--- src/msx_pkg.sv ---
`default_nettype none

package msx_pkg;

   // external ram byte address width
   localparam int RAM_ADDR_W = 27;

   // cpu address bits inside one 16 kb page
   localparam int PAGE_W = 14;

   // table depths
   // 4 slots x 4 subslots x 4 pages
   localparam int LAYOUT_N = 64;
   localparam int REGION_N = 16;

   // configuration port targets
   localparam logic [1:0] CFG_SEL_LAYOUT   = 2'd0;
   localparam logic [1:0] CFG_SEL_REGION   = 2'd1;
   localparam logic [1:0] CFG_SEL_EXPANDER = 2'd2;

   // how a page turns the cpu address into a ram offset
   typedef enum logic [2:0] {
      MAPPER_NONE,
      MAPPER_RAM,
      MAPPER_LINEAR,
      MAPPER_OFFSET,
      MAPPER_UNUSED
   } mapper_typ_t;

   // layout entry, one per slot / subslot / page
   typedef struct packed {
      mapper_typ_t mapper;
      // region table index
      logic  [3:0] ref_ram;
      // extra 16 kb pages, used by mapper none
      logic  [1:0] offset_ram;
   } block_t;

   // ram region entry
   typedef struct packed {
      // base byte address in external ram
      logic [RAM_ADDR_W-1:0] addr;
      // region length in 16 kb blocks
      logic            [7:0] size;
      // write protect
      logic                  ro;
   } lookup_ram_t;

   // one configuration word, two readings
   // layout view keeps the entry in the low bits, rest is zero
   // region view spans the whole word
   // the expander mask is simply the low nibble of the raw word
   typedef union packed {
      struct packed {
         logic [$bits(lookup_ram_t)-$bits(block_t)-1:0] pad;
         block_t                                        blk;
      } layout;
      lookup_ram_t region;
   } cfg_word_t;

endpackage

`default_nettype wire

--- src/msx2_ram_mapper.sv ---
`timescale 1ns/1ps
`default_nettype none

module msx2_ram_mapper #(
   parameter int bank_bits = 8
) (
   input  wire         clk,
   input  wire         reset,
   input  wire  [15:0] cpu_addr,
   input  wire   [7:0] cpu_dout,
   input  wire         cpu_wr,
   input  wire         cpu_rd,
   input  wire         cpu_iorq,
   input  wire         cpu_m1,
   // region length in 16 kb blocks, power of two
   input  wire   [7:0] ram_block_count,
   output logic [21:0] mapper_addr,
   output logic  [7:0] mapper_dout,
   output logic        mapper_req
);

   // bank bits the hardware keeps
   localparam logic [7:0] bank_lim = 8'((9'd1 << bank_bits) - 9'd1);

   // one bank register per page, port fc is page 0
   logic [bank_bits-1:0] bank_reg [4];

   // io decode on the low address byte, m1 excludes int acknowledge
   wire io_sel = cpu_iorq & ~cpu_m1 & (cpu_addr[7:2] == 6'b111111);

   // valid bank bits for this region
   // count of zero wraps to all ones, i.e. 256 blocks
   wire [7:0] bank_mask = (ram_block_count - 8'd1) & bank_lim;

   // write side
   // power up like a 64 kb machine, pages map to banks 3 2 1 0
   always_ff @(posedge clk, posedge reset) begin
      if (reset) begin
         bank_reg[0] <= bank_bits'(3);
         bank_reg[1] <= bank_bits'(2);
         bank_reg[2] <= bank_bits'(1);
         bank_reg[3] <= bank_bits'(0);
      end else begin
         if (io_sel & cpu_wr) begin
            bank_reg[cpu_addr[1:0]] <= cpu_dout[bank_bits-1:0];
         end
      end
   end

   // bank of the page being accessed
   wire [7:0] page_bank = 8'(bank_reg[cpu_addr[15:14]]) & bank_mask;

   // offset inside the region
   assign mapper_addr = {page_bank, cpu_addr[13:0]};

   // readback port selected by low address bits
   wire [7:0] port_bank = 8'(bank_reg[cpu_addr[1:0]]);

   // bits beyond the mask read as one
   assign mapper_dout = port_bank | ~bank_mask;
   assign mapper_req  = io_sel & cpu_rd;

endmodule

`default_nettype wire

--- src/msx_layout_table.sv ---
`timescale 1ns/1ps
`default_nettype none

module msx_layout_table (
   input  wire                       clk,
   input  wire                       reset,
   // configuration port
   input  wire                       cfg_wr,
   input  wire                 [1:0] cfg_sel,
   input  wire                 [5:0] cfg_index,
   input  wire msx_pkg::cfg_word_t   cfg_data,
   // tables towards the slot decoder
   output msx_pkg::block_t           slot_layout [msx_pkg::LAYOUT_N],
   output msx_pkg::lookup_ram_t      lookup_ram [msx_pkg::REGION_N],
   output logic                [3:0] expander_en
);

   // write strobes per target
   wire layout_wr   = cfg_wr & (cfg_sel == msx_pkg::CFG_SEL_LAYOUT);
   wire region_wr   = cfg_wr & (cfg_sel == msx_pkg::CFG_SEL_REGION);
   wire expander_wr = cfg_wr & (cfg_sel == msx_pkg::CFG_SEL_EXPANDER);

   // only 16 regions, upper index bits must be clear
   wire region_hit = (cfg_index[5:4] == 2'b00);

   // layout entry as seen through the union
   msx_pkg::block_t new_block;
   assign new_block = cfg_data.layout.blk;

   // layout table
   // every page starts unused, so nothing reaches ram before setup
   always_ff @(posedge clk, posedge reset) begin
      if (reset) begin
         for (int i = 0; i < msx_pkg::LAYOUT_N; i++) begin
            slot_layout[i].mapper     <= msx_pkg::MAPPER_UNUSED;
            slot_layout[i].ref_ram    <= 4'd0;
            slot_layout[i].offset_ram <= 2'd0;
         end
      end else begin
         if (layout_wr) begin
            slot_layout[cfg_index] <= new_block;
         end
      end
   end

   // region table
   always_ff @(posedge clk, posedge reset) begin
      if (reset) begin
         for (int i = 0; i < msx_pkg::REGION_N; i++) begin
            lookup_ram[i] <= '0;
         end
      end else begin
         // out of range index silently dropped
         if (region_wr & region_hit) begin
            lookup_ram[cfg_index[3:0]] <= cfg_data.region;
         end
      end
   end

   // expander enables
   // bit n set means primary slot n has subslots
   always_ff @(posedge clk, posedge reset) begin
      if (reset) begin
         expander_en <= 4'b0000;
      end else begin
         if (expander_wr) begin
            expander_en <= cfg_data[3:0];
         end
      end
   end

endmodule

`default_nettype wire

--- src/msx_memory_top.sv ---
`timescale 1ns/1ps
`default_nettype none

module msx_memory_top #(
   parameter int bank_bits = 8
) (
   input  wire                             clk,
   input  wire                             reset,
   // configuration port
   input  wire                             cfg_wr,
   input  wire                       [1:0] cfg_sel,
   input  wire                       [5:0] cfg_index,
   input  wire msx_pkg::cfg_word_t         cfg_data,
   // cpu bus
   input  wire                      [15:0] cpu_addr,
   input  wire                       [7:0] cpu_dout,
   output wire                       [7:0] cpu_din,
   input  wire                             cpu_wr,
   input  wire                             cpu_rd,
   input  wire                             cpu_mreq,
   input  wire                             cpu_iorq,
   input  wire                             cpu_m1,
   input  wire                       [1:0] active_slot,
   // external ram
   output wire [msx_pkg::RAM_ADDR_W-1:0]   ram_addr,
   output wire                       [7:0] ram_din,
   input  wire                       [7:0] ram_dout,
   output wire                             ram_rnw,
   output wire                             ram_ce
);

   // tables from config registers to decoder
   msx_pkg::block_t      slot_layout [msx_pkg::LAYOUT_N];
   msx_pkg::lookup_ram_t lookup_ram [msx_pkg::REGION_N];
   logic           [3:0] expander_en;

   msx_layout_table msx_layout_table_inst (
      .clk(clk),
      .reset(reset),
      .cfg_wr(cfg_wr),
      .cfg_sel(cfg_sel),
      .cfg_index(cfg_index),
      .cfg_data(cfg_data),
      .slot_layout(slot_layout),
      .lookup_ram(lookup_ram),
      .expander_en(expander_en)
   );

   // slot decoder, carries the msx2 mapper inside
   msx_slots #(
      .bank_bits(bank_bits)
   ) msx_slots_inst (
      .clk(clk),
      .reset(reset),
      .cpu_addr(cpu_addr),
      .cpu_dout(cpu_dout),
      .cpu_din(cpu_din),
      .cpu_wr(cpu_wr),
      .cpu_rd(cpu_rd),
      .cpu_mreq(cpu_mreq),
      .cpu_iorq(cpu_iorq),
      .cpu_m1(cpu_m1),
      .active_slot(active_slot),
      .slot_layout(slot_layout),
      .lookup_ram(lookup_ram),
      .expander_en(expander_en),
      .ram_addr(ram_addr),
      .ram_din(ram_din),
      .ram_dout(ram_dout),
      .ram_rnw(ram_rnw),
      .ram_ce(ram_ce)
   );

endmodule

`default_nettype wire

--- src/msx_slots.sv ---
`timescale 1ns/1ps
`default_nettype none

module msx_slots #(
   parameter int bank_bits = 8
) (
   input  wire                             clk,
   input  wire                             reset,
   // cpu bus
   input  wire                      [15:0] cpu_addr,
   input  wire                       [7:0] cpu_dout,
   output logic                      [7:0] cpu_din,
   input  wire                             cpu_wr,
   input  wire                             cpu_rd,
   input  wire                             cpu_mreq,
   input  wire                             cpu_iorq,
   input  wire                             cpu_m1,
   input  wire                       [1:0] active_slot,
   // tables from the configuration register file
   input  wire msx_pkg::block_t            slot_layout [msx_pkg::LAYOUT_N],
   input  wire msx_pkg::lookup_ram_t       lookup_ram [msx_pkg::REGION_N],
   input  wire                       [3:0] expander_en,
   // external ram, asynchronous read
   output logic [msx_pkg::RAM_ADDR_W-1:0] ram_addr,
   output logic                      [7:0] ram_din,
   input  wire                       [7:0] ram_dout,
   output logic                            ram_rnw,
   output logic                            ram_ce
);

   localparam int aw = msx_pkg::RAM_ADDR_W;

   // secondary slot registers, two bits per page
   logic [7:0] subslot_reg [4];

   // current slot has subslots
   wire slot_expanded = expander_en[active_slot];

   // ffff on an expanded slot is the expander register
   wire exp_sel = cpu_mreq & (cpu_addr == 16'hFFFF) & slot_expanded;

   always_ff @(posedge clk, posedge reset) begin
      if (reset) begin
         for (int i = 0; i < 4; i++) begin
            subslot_reg[i] <= 8'h00;
         end
      end else begin
         if (exp_sel & cpu_wr) begin
            subslot_reg[active_slot] <= cpu_dout;
         end
      end
   end

   // layout lookup
   wire [1:0] page    = cpu_addr[15:14];
   wire [7:0] cur_reg = subslot_reg[active_slot];

   // plain slots always decode as subslot 0
   wire [1:0] subslot = slot_expanded ? cur_reg[{page, 1'b0} +: 2] : 2'b00;

   wire [5:0] layout_id = {active_slot, subslot, page};

   msx_pkg::block_t      entry;
   msx_pkg::lookup_ram_t region;

   assign entry  = slot_layout[layout_id];
   assign region = lookup_ram[entry.ref_ram];

   // msx2 memory mapper, sized by the selected region
   wire [21:0] mapper_addr;
   wire  [7:0] mapper_dout;
   wire        mapper_req;

   msx2_ram_mapper #(
      .bank_bits(bank_bits)
   ) msx2_ram_mapper_inst (
      .clk(clk),
      .reset(reset),
      .cpu_addr(cpu_addr),
      .cpu_dout(cpu_dout),
      .cpu_wr(cpu_wr),
      .cpu_rd(cpu_rd),
      .cpu_iorq(cpu_iorq),
      .cpu_m1(cpu_m1),
      .ram_block_count(region.size),
      .mapper_addr(mapper_addr),
      .mapper_dout(mapper_dout),
      .mapper_req(mapper_req)
   );

   // candidate offsets
   // none: fixed page plus offset_ram pages
   wire [aw-1:0] none_addr = aw'(cpu_addr[13:0]) +
                             (aw'(entry.offset_ram) << msx_pkg::PAGE_W);

   // linear: whole cpu address, wrapped at region size
   wire [aw-1:0] linear_addr = aw'(cpu_addr) &
                               ((aw'(region.size) << msx_pkg::PAGE_W) - aw'(1));

   // offset: image starts at 4000h
   wire [aw-1:0] offset_addr = aw'(cpu_addr) - aw'(16'h4000);

   logic [aw-1:0] map_offset;

   always_comb begin
      case (entry.mapper)
         msx_pkg::MAPPER_NONE:   map_offset = none_addr;
         msx_pkg::MAPPER_RAM:    map_offset = aw'(mapper_addr);
         msx_pkg::MAPPER_LINEAR: map_offset = linear_addr;
         msx_pkg::MAPPER_OFFSET: map_offset = offset_addr;
         default:                map_offset = '0;
      endcase
   end

   wire page_used = (entry.mapper != msx_pkg::MAPPER_UNUSED);

   // ram side
   assign ram_addr = region.addr + map_offset;
   assign ram_din  = cpu_dout;
   assign ram_rnw  = cpu_rd;
   // write protect only blocks writes, reads still go out
   assign ram_ce   = cpu_mreq & (cpu_rd | (cpu_wr & ~region.ro)) & page_used;

   // data back to the cpu
   // io readback first, it shares no cycle with a memory access
   always_comb begin
      if (mapper_req) begin
         cpu_din = mapper_dout;
      end else if (exp_sel & cpu_rd) begin
         // expander reads back inverted
         cpu_din = ~cur_reg;
      end else if (!page_used) begin
         // open bus
         cpu_din = 8'hFF;
      end else begin
         cpu_din = ram_dout;
      end
   end

endmodule

`default_nettype wire

--- config.mk ---
export PLATFORM = sky130hd
export DESIGN_NAME = msx_memory_top
export DESIGN_NICKNAME = d
export VERILOG_FILES = /design/src/msx_pkg.sv /design/src/msx2_ram_mapper.sv /design/src/msx_layout_table.sv /design/src/msx_memory_top.sv /design/src/msx_slots.sv
export SDC_FILE = /design/constraint.sdc
export NUM_CORES = 2
export LEC_CHECK = 0
export ABC_CLOCK_PERIOD_IN_PS = 81200
export BUFFER_PORTS_ARGS = -buffer_cell sky130_fd_sc_hd__buf_2
export CAP_MARGIN = 20
export CORE_ASPECT_RATIO = 1.75
export CORE_MARGIN = 2
export CORE_UTILIZATION = 52
export DETAILED_ROUTE_END_ITERATION = 8
export PLACE_DENSITY = 0.64
export SLEW_MARGIN = 10
export SYNTH_ARGS = -nofsm -noshare
export SYNTH_HDL_FRONTEND = slang
export SYNTH_SLANG_ARGS = --single-unit
--- constraint.sdc ---
create_clock -name clk -period 81.2 [get_ports clk]
set_input_delay 12.18 -clock clk [delete_from_list [all_inputs] [get_ports clk]]
set_output_delay 12.18 -clock clk [all_outputs]
set_load 0.02 [all_outputs]
==> results.json <==
{
  "ys_warn_count": 0,
  "syn_to_final_growth_pct": 9.51,
  "drt_iter0_markers": 2580,
  "status": "completed",
  "holdCritPathClass": "register to register",
  "viasPerCell": 6.19,
  "routed_wl_um": 173000,
  "postSynthAreaPerCell_um2": 12.5,
  "hold_end": "msx_layout_table_inst.slot_layout[235]",
  "finalSetupViolations": 0,
  "cp.arrival_ns": 22.20,
  "worst_slew_pin_slew_ns": 1.20,
  "drv_slew": 0,
  "clockBufferDepth": 3,
  "grt_max_degree": 183,
  "layout-drive-gt1-share": 0.391,
  "grt_setup_unrepaired": "false",
  "vias": 38800,
  "synth-seq-area-share": 0.520,
  "nFillCells": 9465,
  "final_area_um2": 64500,
  "ir_drop_mv": 0.0155,
  "place_area_um2": 60700,
  "cp_max_fo": 44,
  "drc_errors": 0,
  "initial_core_util": 0.523,
  "required_ns": 69.02,
  "ios": 131,
  "yosys-top-cells-area": "dfrtp_1, mux2_2, nand2_1",
  "cts.sinks": 1220,
  "internal_power_mw": 1.01,
  "syn_inst": 4715,
  "core_area_um2": 113000,
  "min_path_cells": 1,
  "cts_tree": "yes",
  "hold_viol": 0,
  "switching_share": 0.276,
  "crit_family": "compound AO/OA/AOI/OAI gates",
  "fin_nets": 4790,
  "cap_violations": 0,
  "ctsResizeCount": 0,
  "ys_types": 79,
  "drt_pass1_iterations": 6,
  "synth_most_common_cell": "mux2_2",
  "fin_setup_tns_ns": 0,
  "critPathKind": "input pin to primary output",
  "crit_buf_inv": 6,
  "track_usage": 0.301,
  "synth_top_area_frac": 0.489,
  "start_kind": "input pin",
  "r2r_slack_ns": 78.91,
  "synth_edf_count": 0,
  "yosys_most_used_dff": "dfrtp_1",
  "grt_pass1_vias": 40100,
  "die_y_um": 449,
  "combPwrFrac": 0.147,
  "drt-wirelength-per-cell_um": 27.7,
  "syn_nets": 4831,
  "post-route-util": 0.573,
  "syn_area_um2": 58900,
  "gr-total-overflow": 0,
  "rows": 163,
  "path_clk_slew_ns": 0.06,
  "p_per_area_nw_per_um2": 21.7,
  "r2r-start": "msx_layout_table_inst.expander_en[1]",
  "die-width_um": 258,
  "async_flop_share": 1.00,
  "htree_num_levels": 3,
  "cp_slowest_stage_delay_ns": 0.81,
  "end_kind": "primary output",
  "finalCriticalPeriod_ns": 34.38,
  "grt_pass1_wl_um": 260000,
  "clockRootBuffer": "clkbuf_16",
  "clk_latency_ns": 0.74,
  "p_seq_frac": 0.465,
  "dieArea_um2": 116000,
  "dp_hpwl_um": 111000,
  "antenna_found_initial": 22,
  "fin_skew_ns": 0.0190,
  "crit_top_cell": "a21oi_1",
  "power.leakage_nw": 31.0,
  "timing.rr.end": "msx_slots_inst.subslot_reg[15]",
  "clkPwrFrac": 0.388,
  "ff2ff_path_depth": 6,
  "slowest_stage": "nand2_4",
  "numCtsBuffers": 113,
  "reg_top3": "msx_layout_table_inst.lookup_ram (576), msx_layout_table_inst.slot_layout (576)",
  "io_buffer_count": 130,
  "holdBufCountCts": 0,
  "period_share": 0.423,
  "maxSlewHeadroom": 0.195,
  "power.net_switching_mw": 0.385,
  "cts_setup_buffers": 0,
  "max_freq_mhz": 29.1,
  "hold_start": "msx_layout_table_inst.slot_layout[235]",
  "synth_area_leader_cell": "dfrtp_1",
  "ant_nets": 0,
  "yosys_register_bits": 1220,
  "place_congestion": 0.904,
  "netlist_top_cells_count": "mux2_2, dfrtp_1, nand2_1"
}
power groups by stage:
stage          registers (mW)  logic (mW)  clock network (mW)
3_3_place_gp            0.660       0.203                   0
5_1_grt                 0.653       0.221               0.574
2_1_floorplan           0.659       0.142                   0
6_report                0.651       0.205               0.542
4_1_cts                 0.650       0.206               0.551
3_5_place_dp            0.662       0.205                   0
per-layer routing:
layer | vias to the layer above | part of all wire | GRT usage
li1 | 16900 | - | -
met1 | 20300 | 0.37 | 0.342
met2 | 1098 | 0.51 | 0.526
met3 | 479 | 0.043 | 0.0415
met4 | 6 | 0.074 | 0.197
met5 | - | 0.00021 | 0
cell usage in the layout (no fill, tap or decap), types with 30 or more instances in the layout:
cell type / Yosys / final
a31oi_1: 67 / 67
dfstp_2: 68 / 68
a211oi_1: 30 / 30
a311oi_1: 31 / 31
nand2_1: 724 / 711
and3_1: 85 / 85
buf_2: 67 / 129
mux2i_1: 163 / 161
o211ai_1: 66 / 66
dfrtp_1: 1152 / 1152
nor2_1: 66 / 65
clkbuf_16: 0 / 116
buf_4: 15 / 82
a21oi_1: 46 / 46
mux4_2: 114 / 114
nand3_1: 129 / 125
mux2_2: 1242 / 1241
clkbuf_1: 254 / 33
nor3_1: 32 / 31
worst max-delay path by stage:
stage / startpoint / to / slack [ns] / cells past startpoint
2_1_floorplan: reset / msx_layout_table_inst.expander_en[0] / 34.76 / 1
3_3_place_gp: cpu_addr[15] / ram_addr[26] / 47.02 / 30
3_5_place_dp: cpu_addr[15] / ram_addr[26] / 46.91 / 30
4_1_cts: cpu_addr[15] / ram_addr[26] / 46.89 / 30
5_1_grt: cpu_addr[15] / ram_addr[26] / 46.27 / 30
6_report: cpu_addr[15] / ram_addr[26] / 46.82 / 30
cell families after synthesis:
group / Yosys count / share of synthesized area
AOI/OAI and AO/OA: 387 / 0.0469
buffers and inverters: 392 / 0.0280
muxes: 1528 / 0.311
DFF: 1220 / 0.520
xor gates and xnor gates: 32 / 0.00476
and+or+nand+nor: 1126 / 0.0834
adders and majority gates: 30 / 0.00650
final cells by class:
cell class                 count  area [µm²]  area share
sequential                  1220       30600       0.475
inverter                      16        68.8     0.00107
antenna                       12        30.0    0.000466
clock buffer                 171        3330      0.0516
timing repair buffer         220        1440      0.0223
clock inverter                37         388     0.00601
multi-input combinational   3103       26800       0.415
tap                         1485        1860      0.0288
metrics by stage:
step,setup slack [ns],instances,power [mW],hold WS [ns]
global route,46.27,6261,1.45,0.512
finish,46.82,6264,1.40,0.498
CTS,46.89,6248,1.41,0.502
floorplan,34.76,4715,0.801,0.472
detailed placement,46.91,6040,0.867,0.488
global placement,47.02,6038,0.863,0.481
(Power assumes the default switching activity.)
